File: config.mk
export PLATFORM = sky130hd
export DESIGN_NAME = execute_stage
export DESIGN_NICKNAME = d
export VERILOG_FILES = /design/src/rtl/execute_pkg.sv /design/src/rtl/arith_branch_unit.sv /design/src/rtl/multiply_pipe.sv /design/src/rtl/commit_latch.sv /design/src/rtl/execute_stage.sv
export SDC_FILE = /design/constraint.sdc
export NUM_CORES = 2
export LEC_CHECK = 0
export BUFFER_PORTS_ARGS = -buffer_cell sky130_fd_sc_hd__buf_2
export CORE_MARGIN = 1.5
export CORE_UTILIZATION = 25
export DETAILED_ROUTE_END_ITERATION = 16
export PLACE_DENSITY_LB_ADDON = 0.05
export SKIP_LAST_GASP = 1
export SYNTH_ARGS = -nofsm -noshare
export SYNTH_HDL_FRONTEND = slang
export SYNTH_SLANG_ARGS = --single-unit
File: constraint.sdc
create_clock -name CLK -period 7.5 [get_ports CLK]
set_clock_uncertainty 0.2 [all_clocks]
set_input_delay 0.375 -clock CLK [delete_from_list [all_inputs] [get_ports CLK]]
set_output_delay 0.375 -clock CLK [all_outputs]
set_load 0.02 [all_outputs]
File: src/rtl/execute_pkg.sv
// ######################################
// Shared types for the execute stage
// Words, register numbers, op encodings
// ######################################

package execute_pkg;

  // Data word or address
  typedef logic [31:0] word_t;

  // Architectural register number
  typedef logic [4:0] reg_addr_t;

  // ALU operation select
  typedef enum logic [3:0] {
    ALU_ADD  = 4'd0,
    ALU_SUB  = 4'd1,
    ALU_AND  = 4'd2,
    ALU_OR   = 4'd3,
    ALU_XOR  = 4'd4,
    // Shift amount comes from port_b[4:0]
    ALU_SLL  = 4'd5,
    ALU_SRL  = 4'd6,
    ALU_SRA  = 4'd7,
    // Set-less-than gives 1 or 0
    ALU_SLT  = 4'd8,
    ALU_SLTU = 4'd9
  } alu_op_t;

  // Branch compare, encoded as the RISC-V funct3 field
  typedef enum logic [2:0] {
    BR_BEQ  = 3'b000,
    BR_BNE  = 3'b001,
    BR_BLT  = 3'b100,
    BR_BGE  = 3'b101,
    BR_BLTU = 3'b110,
    BR_BGEU = 3'b111
  } branch_funct_t;

  // Multiply flavour
  // HI codes pick the upper word, operands signed/unsigned as named
  typedef enum logic [1:0] {
    MUL_LO    = 2'd0,
    MUL_HI_SS = 2'd1,
    MUL_HI_SU = 2'd2,
    MUL_HI_UU = 2'd3
  } mul_op_t;

endpackage

File: src/rtl/arith_branch_unit.sv
// ######################################
// Single-cycle ALU, branch resolution
// and JAL/JALR target calculation
// ######################################

module arith_branch_unit #(
  parameter int CB_INDEX_W = 3
) (
  input  logic                      arith_ena,
  input  execute_pkg::alu_op_t      alu_op,
  input  execute_pkg::word_t        port_a,
  input  execute_pkg::word_t        port_b,
  input  execute_pkg::reg_addr_t    rd,
  input  logic [CB_INDEX_W-1:0]     index,
  input  execute_pkg::word_t        pc,
  input  execute_pkg::word_t        imm,
  input  logic                      branch_instr,
  input  execute_pkg::branch_funct_t branch_funct,
  input  logic                      prediction,
  input  logic                      jump_instr,
  input  logic                      jalr,
  output logic                      wen_au,
  output execute_pkg::word_t        wdata_au,
  output execute_pkg::reg_addr_t    reg_rd_au,
  output logic [CB_INDEX_W-1:0]     index_au,
  output logic                      br_taken,
  output execute_pkg::word_t        br_target,
  output logic                      mispredict,
  output execute_pkg::word_t        brj_addr
);

  execute_pkg::word_t alu_result;
  execute_pkg::word_t pc_plus_4;
  execute_pkg::word_t pc_plus_imm;
  execute_pkg::word_t jump_target;
  logic [4:0]         shamt;
  logic               cmp_result;

  assign shamt       = port_b[4:0];
  assign pc_plus_4   = pc + 32'd4;
  assign pc_plus_imm = pc + imm;

  // ALU
  always_comb begin
    case (alu_op)
      execute_pkg::ALU_ADD:  alu_result = port_a + port_b;
      execute_pkg::ALU_SUB:  alu_result = port_a - port_b;
      execute_pkg::ALU_AND:  alu_result = port_a & port_b;
      execute_pkg::ALU_OR:   alu_result = port_a | port_b;
      execute_pkg::ALU_XOR:  alu_result = port_a ^ port_b;
      execute_pkg::ALU_SLL:  alu_result = port_a << shamt;
      execute_pkg::ALU_SRL:  alu_result = port_a >> shamt;
      execute_pkg::ALU_SRA:  alu_result = $signed(port_a) >>> shamt;
      execute_pkg::ALU_SLT:  alu_result = {31'd0, $signed(port_a) < $signed(port_b)};
      execute_pkg::ALU_SLTU: alu_result = {31'd0, port_a < port_b};
      default:               alu_result = '0;
    endcase
  end

  // Branch compare on the funct3 code
  always_comb begin
    case (branch_funct)
      execute_pkg::BR_BEQ:  cmp_result = (port_a == port_b);
      execute_pkg::BR_BNE:  cmp_result = (port_a != port_b);
      execute_pkg::BR_BLT:  cmp_result = ($signed(port_a) < $signed(port_b));
      execute_pkg::BR_BGE:  cmp_result = ($signed(port_a) >= $signed(port_b));
      execute_pkg::BR_BLTU: cmp_result = (port_a < port_b);
      execute_pkg::BR_BGEU: cmp_result = (port_a >= port_b);
      default:              cmp_result = 1'b0;
    endcase
  end

  assign br_taken   = branch_instr & cmp_result;
  assign br_target  = br_taken ? pc_plus_imm : pc_plus_4;
  assign mispredict = branch_instr & (prediction ^ br_taken);

  // JALR clears bit 0 of the sum
  assign jump_target = jalr ? ((port_a + imm) & ~32'd1) : pc_plus_imm;
  assign brj_addr    = jump_instr ? jump_target : pc_plus_imm;

  // Result group toward the commit latch, jumps write the link value
  assign wen_au    = arith_ena;
  assign wdata_au  = jump_instr ? pc_plus_4 : alu_result;
  assign reg_rd_au = rd;
  assign index_au  = index;

endmodule

File: src/rtl/multiply_pipe.sv
// ######################################
// Pipelined 32x32 multiplier with
// destination and index delay line
// ######################################

module multiply_pipe #(
  parameter int CB_INDEX_W  = 3,
  parameter int MUL_LATENCY = 3
) (
  input  logic                   CLK,
  input  logic                   nRST,
  input  logic                   mult_ena,
  input  execute_pkg::mul_op_t   mult_op,
  input  execute_pkg::word_t     port_a,
  input  execute_pkg::word_t     port_b,
  input  execute_pkg::reg_addr_t rd,
  input  logic [CB_INDEX_W-1:0]  index,
  output logic                   done_mu,
  output execute_pkg::word_t     wdata_mu,
  output execute_pkg::reg_addr_t reg_rd_mu,
  output logic [CB_INDEX_W-1:0]  index_mu
);

  logic                   a_signed;
  logic                   b_signed;
  logic signed [32:0]     a_ext;
  logic signed [32:0]     b_ext;
  logic [63:0]            product;

  // One slot per stage, each holds its own multiply
  logic [MUL_LATENCY-1:0]                 stage_valid;
  logic [MUL_LATENCY-1:0][63:0]           stage_prod;
  logic [MUL_LATENCY-1:0][1:0]            stage_op;
  logic [MUL_LATENCY-1:0][4:0]            stage_rd;
  logic [MUL_LATENCY-1:0][CB_INDEX_W-1:0] stage_index;

  // Extra top bit makes one signed multiply cover all three cases
  assign a_signed = (mult_op == execute_pkg::MUL_HI_SS) || (mult_op == execute_pkg::MUL_HI_SU);
  assign b_signed = (mult_op == execute_pkg::MUL_HI_SS);
  assign a_ext    = {a_signed & port_a[31], port_a};
  assign b_ext    = {b_signed & port_b[31], port_b};
  assign product  = a_ext * b_ext;

  always_ff @(posedge CLK, negedge nRST) begin
    if (!nRST) begin
      stage_valid <= '0;
      stage_prod  <= '0;
      stage_op    <= '0;
      stage_rd    <= '0;
      stage_index <= '0;
    end else begin
      stage_valid[0] <= mult_ena;
      stage_prod[0]  <= product;
      stage_op[0]    <= mult_op;
      stage_rd[0]    <= rd;
      stage_index[0] <= index;
      for (int i = 1; i < MUL_LATENCY; i++) begin
        stage_valid[i] <= stage_valid[i-1];
        stage_prod[i]  <= stage_prod[i-1];
        stage_op[i]    <= stage_op[i-1];
        stage_rd[i]    <= stage_rd[i-1];
        stage_index[i] <= stage_index[i-1];
      end
    end
  end

  // Last stage picks the half
  assign done_mu   = stage_valid[MUL_LATENCY-1];
  assign wdata_mu  = (stage_op[MUL_LATENCY-1] == execute_pkg::MUL_LO) ?
                     stage_prod[MUL_LATENCY-1][31:0] : stage_prod[MUL_LATENCY-1][63:32];
  assign reg_rd_mu = stage_rd[MUL_LATENCY-1];
  assign index_mu  = stage_index[MUL_LATENCY-1];

endmodule

File: src/rtl/commit_latch.sv
// ######################################
// Execute-to-commit register for the
// arithmetic and multiply result groups
// ######################################

module commit_latch #(
  parameter int CB_INDEX_W = 3
) (
  input  logic                   CLK,
  input  logic                   nRST,
  input  logic                   flush,
  // Arithmetic group
  input  logic                   wen_au,
  input  execute_pkg::word_t     wdata_au,
  input  execute_pkg::reg_addr_t reg_rd_au,
  input  logic [CB_INDEX_W-1:0]  index_au,
  input  logic                   branch_instr,
  input  logic                   br_taken,
  input  execute_pkg::word_t     br_target,
  // Multiply group
  input  logic                   done_mu,
  input  execute_pkg::word_t     wdata_mu,
  input  execute_pkg::reg_addr_t reg_rd_mu,
  input  logic [CB_INDEX_W-1:0]  index_mu,
  // Registered toward commit
  output logic                   c_wen_au,
  output execute_pkg::word_t     c_wdata_au,
  output execute_pkg::reg_addr_t c_reg_rd_au,
  output logic [CB_INDEX_W-1:0]  c_index_au,
  output logic                   c_br_valid,
  output logic                   c_br_taken,
  output execute_pkg::word_t     c_br_target,
  output logic                   c_wen_mu,
  output execute_pkg::word_t     c_wdata_mu,
  output execute_pkg::reg_addr_t c_reg_rd_mu,
  output logic [CB_INDEX_W-1:0]  c_index_mu
);

  always_ff @(posedge CLK, negedge nRST) begin
    if (!nRST) begin
      c_wen_au    <= 1'b0;
      c_wdata_au  <= '0;
      c_reg_rd_au <= '0;
      c_index_au  <= '0;
      c_br_valid  <= 1'b0;
      c_br_taken  <= 1'b0;
      c_br_target <= '0;
      c_wen_mu    <= 1'b0;
      c_wdata_mu  <= '0;
      c_reg_rd_mu <= '0;
      c_index_mu  <= '0;
    end else if (flush) begin
      // Whole latch drops, including anything issued this cycle
      c_wen_au    <= 1'b0;
      c_wdata_au  <= '0;
      c_reg_rd_au <= '0;
      c_index_au  <= '0;
      c_br_valid  <= 1'b0;
      c_br_taken  <= 1'b0;
      c_br_target <= '0;
      c_wen_mu    <= 1'b0;
      c_wdata_mu  <= '0;
      c_reg_rd_mu <= '0;
      c_index_mu  <= '0;
    end else begin
      c_wen_au    <= wen_au;
      c_wdata_au  <= wdata_au;
      c_reg_rd_au <= reg_rd_au;
      c_index_au  <= index_au;
      // Resolved branch for predictor update
      c_br_valid  <= branch_instr;
      c_br_taken  <= br_taken;
      c_br_target <= br_target;
      c_wen_mu    <= done_mu;
      c_wdata_mu  <= wdata_mu;
      c_reg_rd_mu <= reg_rd_mu;
      c_index_mu  <= index_mu;
    end
  end

endmodule

File: src/rtl/execute_stage.sv
// ######################################
// Execute stage top level
// ######################################

module execute_stage #(
  parameter int CB_INDEX_W  = 3,
  parameter int MUL_LATENCY = 3
) (
  input  logic                       CLK,
  input  logic                       nRST,
  input  logic                       flush,
  // Issue side
  input  logic                       arith_ena,
  input  execute_pkg::alu_op_t       alu_op,
  input  logic                       mult_ena,
  input  execute_pkg::mul_op_t       mult_op,
  input  execute_pkg::word_t         port_a,
  input  execute_pkg::word_t         port_b,
  input  execute_pkg::reg_addr_t     rd,
  input  logic [CB_INDEX_W-1:0]      index,
  input  execute_pkg::word_t         pc,
  input  execute_pkg::word_t         imm,
  input  logic                       branch_instr,
  input  execute_pkg::branch_funct_t branch_funct,
  input  logic                       prediction,
  input  logic                       jump_instr,
  input  logic                       jalr,
  // Hazard side, same cycle as issue
  output logic                       mispredict,
  output execute_pkg::word_t         brj_addr,
  // Commit side
  output logic                       wen_au,
  output execute_pkg::word_t         wdata_au,
  output execute_pkg::reg_addr_t     reg_rd_au,
  output logic [CB_INDEX_W-1:0]      index_au,
  output logic                       br_valid,
  output logic                       br_taken,
  output execute_pkg::word_t         br_target,
  output logic                       wen_mu,
  output execute_pkg::word_t         wdata_mu,
  output execute_pkg::reg_addr_t     reg_rd_mu,
  output logic [CB_INDEX_W-1:0]      index_mu
);

  logic                   ex_wen_au;
  execute_pkg::word_t     ex_wdata_au;
  execute_pkg::reg_addr_t ex_reg_rd_au;
  logic [CB_INDEX_W-1:0]  ex_index_au;
  logic                   ex_br_taken;
  execute_pkg::word_t     ex_br_target;
  logic                   mu_done;
  execute_pkg::word_t     mu_wdata;
  execute_pkg::reg_addr_t mu_reg_rd;
  logic [CB_INDEX_W-1:0]  mu_index;

  arith_branch_unit #(.CB_INDEX_W(CB_INDEX_W)) u_arith_branch_unit (
    .arith_ena   (arith_ena),
    .alu_op      (alu_op),
    .port_a      (port_a),
    .port_b      (port_b),
    .rd          (rd),
    .index       (index),
    .pc          (pc),
    .imm         (imm),
    .branch_instr(branch_instr),
    .branch_funct(branch_funct),
    .prediction  (prediction),
    .jump_instr  (jump_instr),
    .jalr        (jalr),
    .wen_au      (ex_wen_au),
    .wdata_au    (ex_wdata_au),
    .reg_rd_au   (ex_reg_rd_au),
    .index_au    (ex_index_au),
    .br_taken    (ex_br_taken),
    .br_target   (ex_br_target),
    .mispredict  (mispredict),
    .brj_addr    (brj_addr)
  );

  multiply_pipe #(
    .CB_INDEX_W (CB_INDEX_W),
    .MUL_LATENCY(MUL_LATENCY)
  ) u_multiply_pipe (
    .CLK      (CLK),
    .nRST     (nRST),
    .mult_ena (mult_ena),
    .mult_op  (mult_op),
    .port_a   (port_a),
    .port_b   (port_b),
    .rd       (rd),
    .index    (index),
    .done_mu  (mu_done),
    .wdata_mu (mu_wdata),
    .reg_rd_mu(mu_reg_rd),
    .index_mu (mu_index)
  );

  // Multiplies in flight are not flushed, only the latch is
  commit_latch #(.CB_INDEX_W(CB_INDEX_W)) u_commit_latch (
    .CLK         (CLK),
    .nRST        (nRST),
    .flush       (flush),
    .wen_au      (ex_wen_au),
    .wdata_au    (ex_wdata_au),
    .reg_rd_au   (ex_reg_rd_au),
    .index_au    (ex_index_au),
    .branch_instr(branch_instr),
    .br_taken    (ex_br_taken),
    .br_target   (ex_br_target),
    .done_mu     (mu_done),
    .wdata_mu    (mu_wdata),
    .reg_rd_mu   (mu_reg_rd),
    .index_mu    (mu_index),
    .c_wen_au    (wen_au),
    .c_wdata_au  (wdata_au),
    .c_reg_rd_au (reg_rd_au),
    .c_index_au  (index_au),
    .c_br_valid  (br_valid),
    .c_br_taken  (br_taken),
    .c_br_target (br_target),
    .c_wen_mu    (wen_mu),
    .c_wdata_mu  (wdata_mu),
    .c_reg_rd_mu (reg_rd_mu),
    .c_index_mu  (index_mu)
  );

endmodule

==> reports/results.tsv <==
metric	value	unit
Clock Tree Buf Depth	3	
global-route wire length before repair	408000	um
Port Buf Inserts	302	
ys flop type	dfrtp_1	
number of synthesized register bits	341	
vias in the first global route	52900	
synth unique cells	78	
DP HPWL	253000	um
ys async rst share	100	%
failing checks	capacitance limit, slew limit, setup timing	
crit share post-route	103	%
fillers	25000	
reg-to-reg endpoint	u_commit_latch.c_wdata_mu[31]	
Hold EP	u_commit_latch.c_wdata_au[17]	
DR WL/cell	27.1	um
Sink Count	341	
Worst EP arrival	8.07	ns
Place WS	-1.80	ns
Vias per Instance	4.69	
worst reg2reg path depth	3	
run status	complete, but fails checks	
fmax	129	MHz
normalized max-slew margin	-1.81	%
DRT Wirelength	290000	um
Tot GR Track Use	24.2	%
DR iter-0 viols	3267	
gpl congestion	0.949	
WHS Path Cells	3	
htree depth	2	
register area	8530	um2
reg2reg start	u_multiply_pipe.stage_op[5]	
Worst R2R Setup Slack	5.70	ns
Ports	303	
most used cell, CP	fa_1	
critical path type	in -> reg	
setup ws final	-0.228	ns
commonest non-fill, non-tap cell in the layout	inv_1	
CP Max Fanout	8	
final hold violations	0	
die height	489	um
Min-Delay Startpoint	pc[17]	
largest area contributor in the netlist	fa_1	
Initial Utilization	25.1	%
Root Driver	clkbuf_16	
Layout Nets	9185	
Worst Hold Class	in -> reg	
Seq/Total Area, Yosys	14.5	%
largest net degree at the start of global routing	157	
drt drc	0	
DIE WIDTH	489	um
Area Growth Syn to Fin	25.7	%
max-cap violations	1	
multi-input logic area	45100	um2
layout cells sized above 1	20.6	%
Final setup viols	5	
via count	50300	
yosys warns	0	
Syn Area/Cell	8.93	um2
Worst path max stage delay	0.63	ns
commonest non-fill, non-tap cells in the layout	inv_1, fa_1, nand2_1	
Num CTS Buffers	40	
Cells after Synth	6606	
synthesized net count	8261	
total core area	235000	um2
Die Area	239000	um2
Final Max Slew Viols	4	
initial antenna violation count	33	
fin crit period	7.73	ns
First-pass DRT Iterations	5	
CTS tree	yes	
synthesized cell area	59000	um2
# rows	178	
clk_lat worst skew	0.62	ns
endpoint type of the worst setup path	register	
number of synthesized flops with an enable pin	0	
Remaining Overflow, GRT	0	
clk slew on worst S/H paths	0.06	ns
Synth top area share	38.3	%
Final ANT Viol Nets	0	
RSZ-0062 raised after global routing	true	
CP startpoint kind	primary input	
WP data required	7.84	ns
top post-synthesis cells by area	fa_1, dfrtp_1, inv_1	
pin slew with the least headroom to its limit	1.51	ns
CP max stage cell	fa_2	
worst max-delay path by stage:
| stage | slack [ns] | endpoint | startpoint | cells after the start |
|---|---|---|---|---|
| global placement | -1.82 | u_multiply_pipe.stage_prod[61] | port_a[31] | 32 |
| floorplan | -0.51 | u_multiply_pipe.stage_prod[63] | port_b[0] | 31 |
| finish | -0.23 | u_multiply_pipe.stage_prod[63] | mult_op[1] | 30 |
| global route | -0.41 | u_multiply_pipe.stage_prod[63] | mult_op[0] | 29 |
| CTS | -0.28 | u_multiply_pipe.stage_prod[61] | mult_op[1] | 33 |
| detailed placement | -1.80 | u_multiply_pipe.stage_prod[61] | port_a[31] | 32 |
sequential cells by signal (all words and copies together) (netlist names), 3 cells and up:
name / count
u_multiply_pipe.stage_rd: 10
u_commit_latch.c_wdata_mu: 32
u_commit_latch.c_reg_rd_au: 5
u_commit_latch.c_index_mu: 3
u_multiply_pipe.reg_rd_mu: 5
u_multiply_pipe.stage_valid: 3
u_multiply_pipe.stage_prod: 192
u_multiply_pipe.stage_op: 6
u_commit_latch.c_br_target: 32
u_multiply_pipe.stage_index: 6
u_commit_latch.c_wdata_au: 32
u_commit_latch.c_index_au: 3
u_multiply_pipe.index_mu: 3
u_commit_latch.c_reg_rd_mu: 5
per-stage QoR:
stage	hold WS [ns]	TNS, ns	utilization, %	std cells	cell area (um2)
CTS	0.0141	-1.00	31.2	10700	73200
detailed placement	0.135	-34.24	30.3	10600	71100
global placement	0.132	-34.10	30.3	10600	71100
finish	0.0417	-0.632	31.6	10700	74200
global route	0.0558	-2.32	31.6	10700	74200
floorplan	-0.121	-4.65	-	6606	59400
per-layer routing:
metal	vias up	wire length (um)	track usage, %
li1	22300	-	-
met1	26400	130000	33.0
met2	1296	140000	41.0
met3	279	10900	1.81
met4	12	9800	6.81
met5	-	82	0
timing repair:
action | CTS | global route
pin swaps | 42 | 96
gates cloned | 0 | 1
hold buffers | 19 | 0
gates resized for setup | 88 | 173
endpoints found under the setup margin | 29 | 30
endpoints found under the hold margin | 102 | 0
setup buffers | 17 | 38
cell usage after synthesis, types with 24 or more instances:
| master | number |
|---|---|
| xnor2_1 | 117 |
| nand2_1 | 998 |
| buf_1 | 94 |
| a21o_1 | 84 |
| or3_1 | 26 |
| o21bai_1 | 30 |
| mux2i_1 | 58 |
| nand3_1 | 70 |
| clkbuf_1 | 239 |
| dfrtp_1 | 341 |
| o211ai_1 | 37 |
| a211oi_1 | 42 |
| o21ai_0 | 215 |
| nor2_1 | 531 |
| ha_1 | 372 |
| a221oi_1 | 36 |
| inv_1 | 1297 |
| xor2_1 | 69 |
| o31ai_1 | 42 |
| nor3_1 | 74 |
| nor2b_1 | 45 |
| mux4_2 | 42 |
| a21oi_1 | 266 |
| a31oi_1 | 26 |
| nand4_1 | 27 |
| and3_1 | 24 |
| fa_1 | 1129 |
critical path: cells and delay by family:
family | cells | cell delay [ns]
adders and majority gates | 10 | 4.91
AOI/OAI and AO/OA | 7 | 1.21
buffers and inverters | 9 | 0.78
and+or+nand+nor | 3 | 0.63
xor gates and xnor gates | 1 | 0.14
area by class of cell:
cell class              instances  share of cell area (%)
multi-input cells            4585                    60.8
clock inverters                22                   0.508
diodes                          7                  0.0236
flip-flops and latches        341                    11.5
inverters                    1332                    6.80
clock buffers                  51                    1.46
repair buffers               1230                    13.6
well taps                    3150                    5.31
cells by family (layout without fill, tap and decap cells):
| logic type | after synthesis | after routing | synth area share (%) |
|---|---|---|---|
| flip-flops | 341 | 341 | 14.5 |
| multiplexers | 111 | 111 | 2.81 |
| adder cells (fa/ha/maj) | 1501 | 1501 | 46.2 |
| other | 0 | 7 | 0 |
| AND/OR/NAND/NOR | 1867 | 1867 | 13.1 |
| XOR/XNOR | 186 | 186 | 2.76 |
| buffers and inverters | 1680 | 2635 | 10.8 |
| AO/OA/AOI/OAI | 920 | 920 | 9.95 |
Power is left out: the tool's default activity adds up to more than one toggle a clock period on the data nets, which glitch-free logic cannot reach.
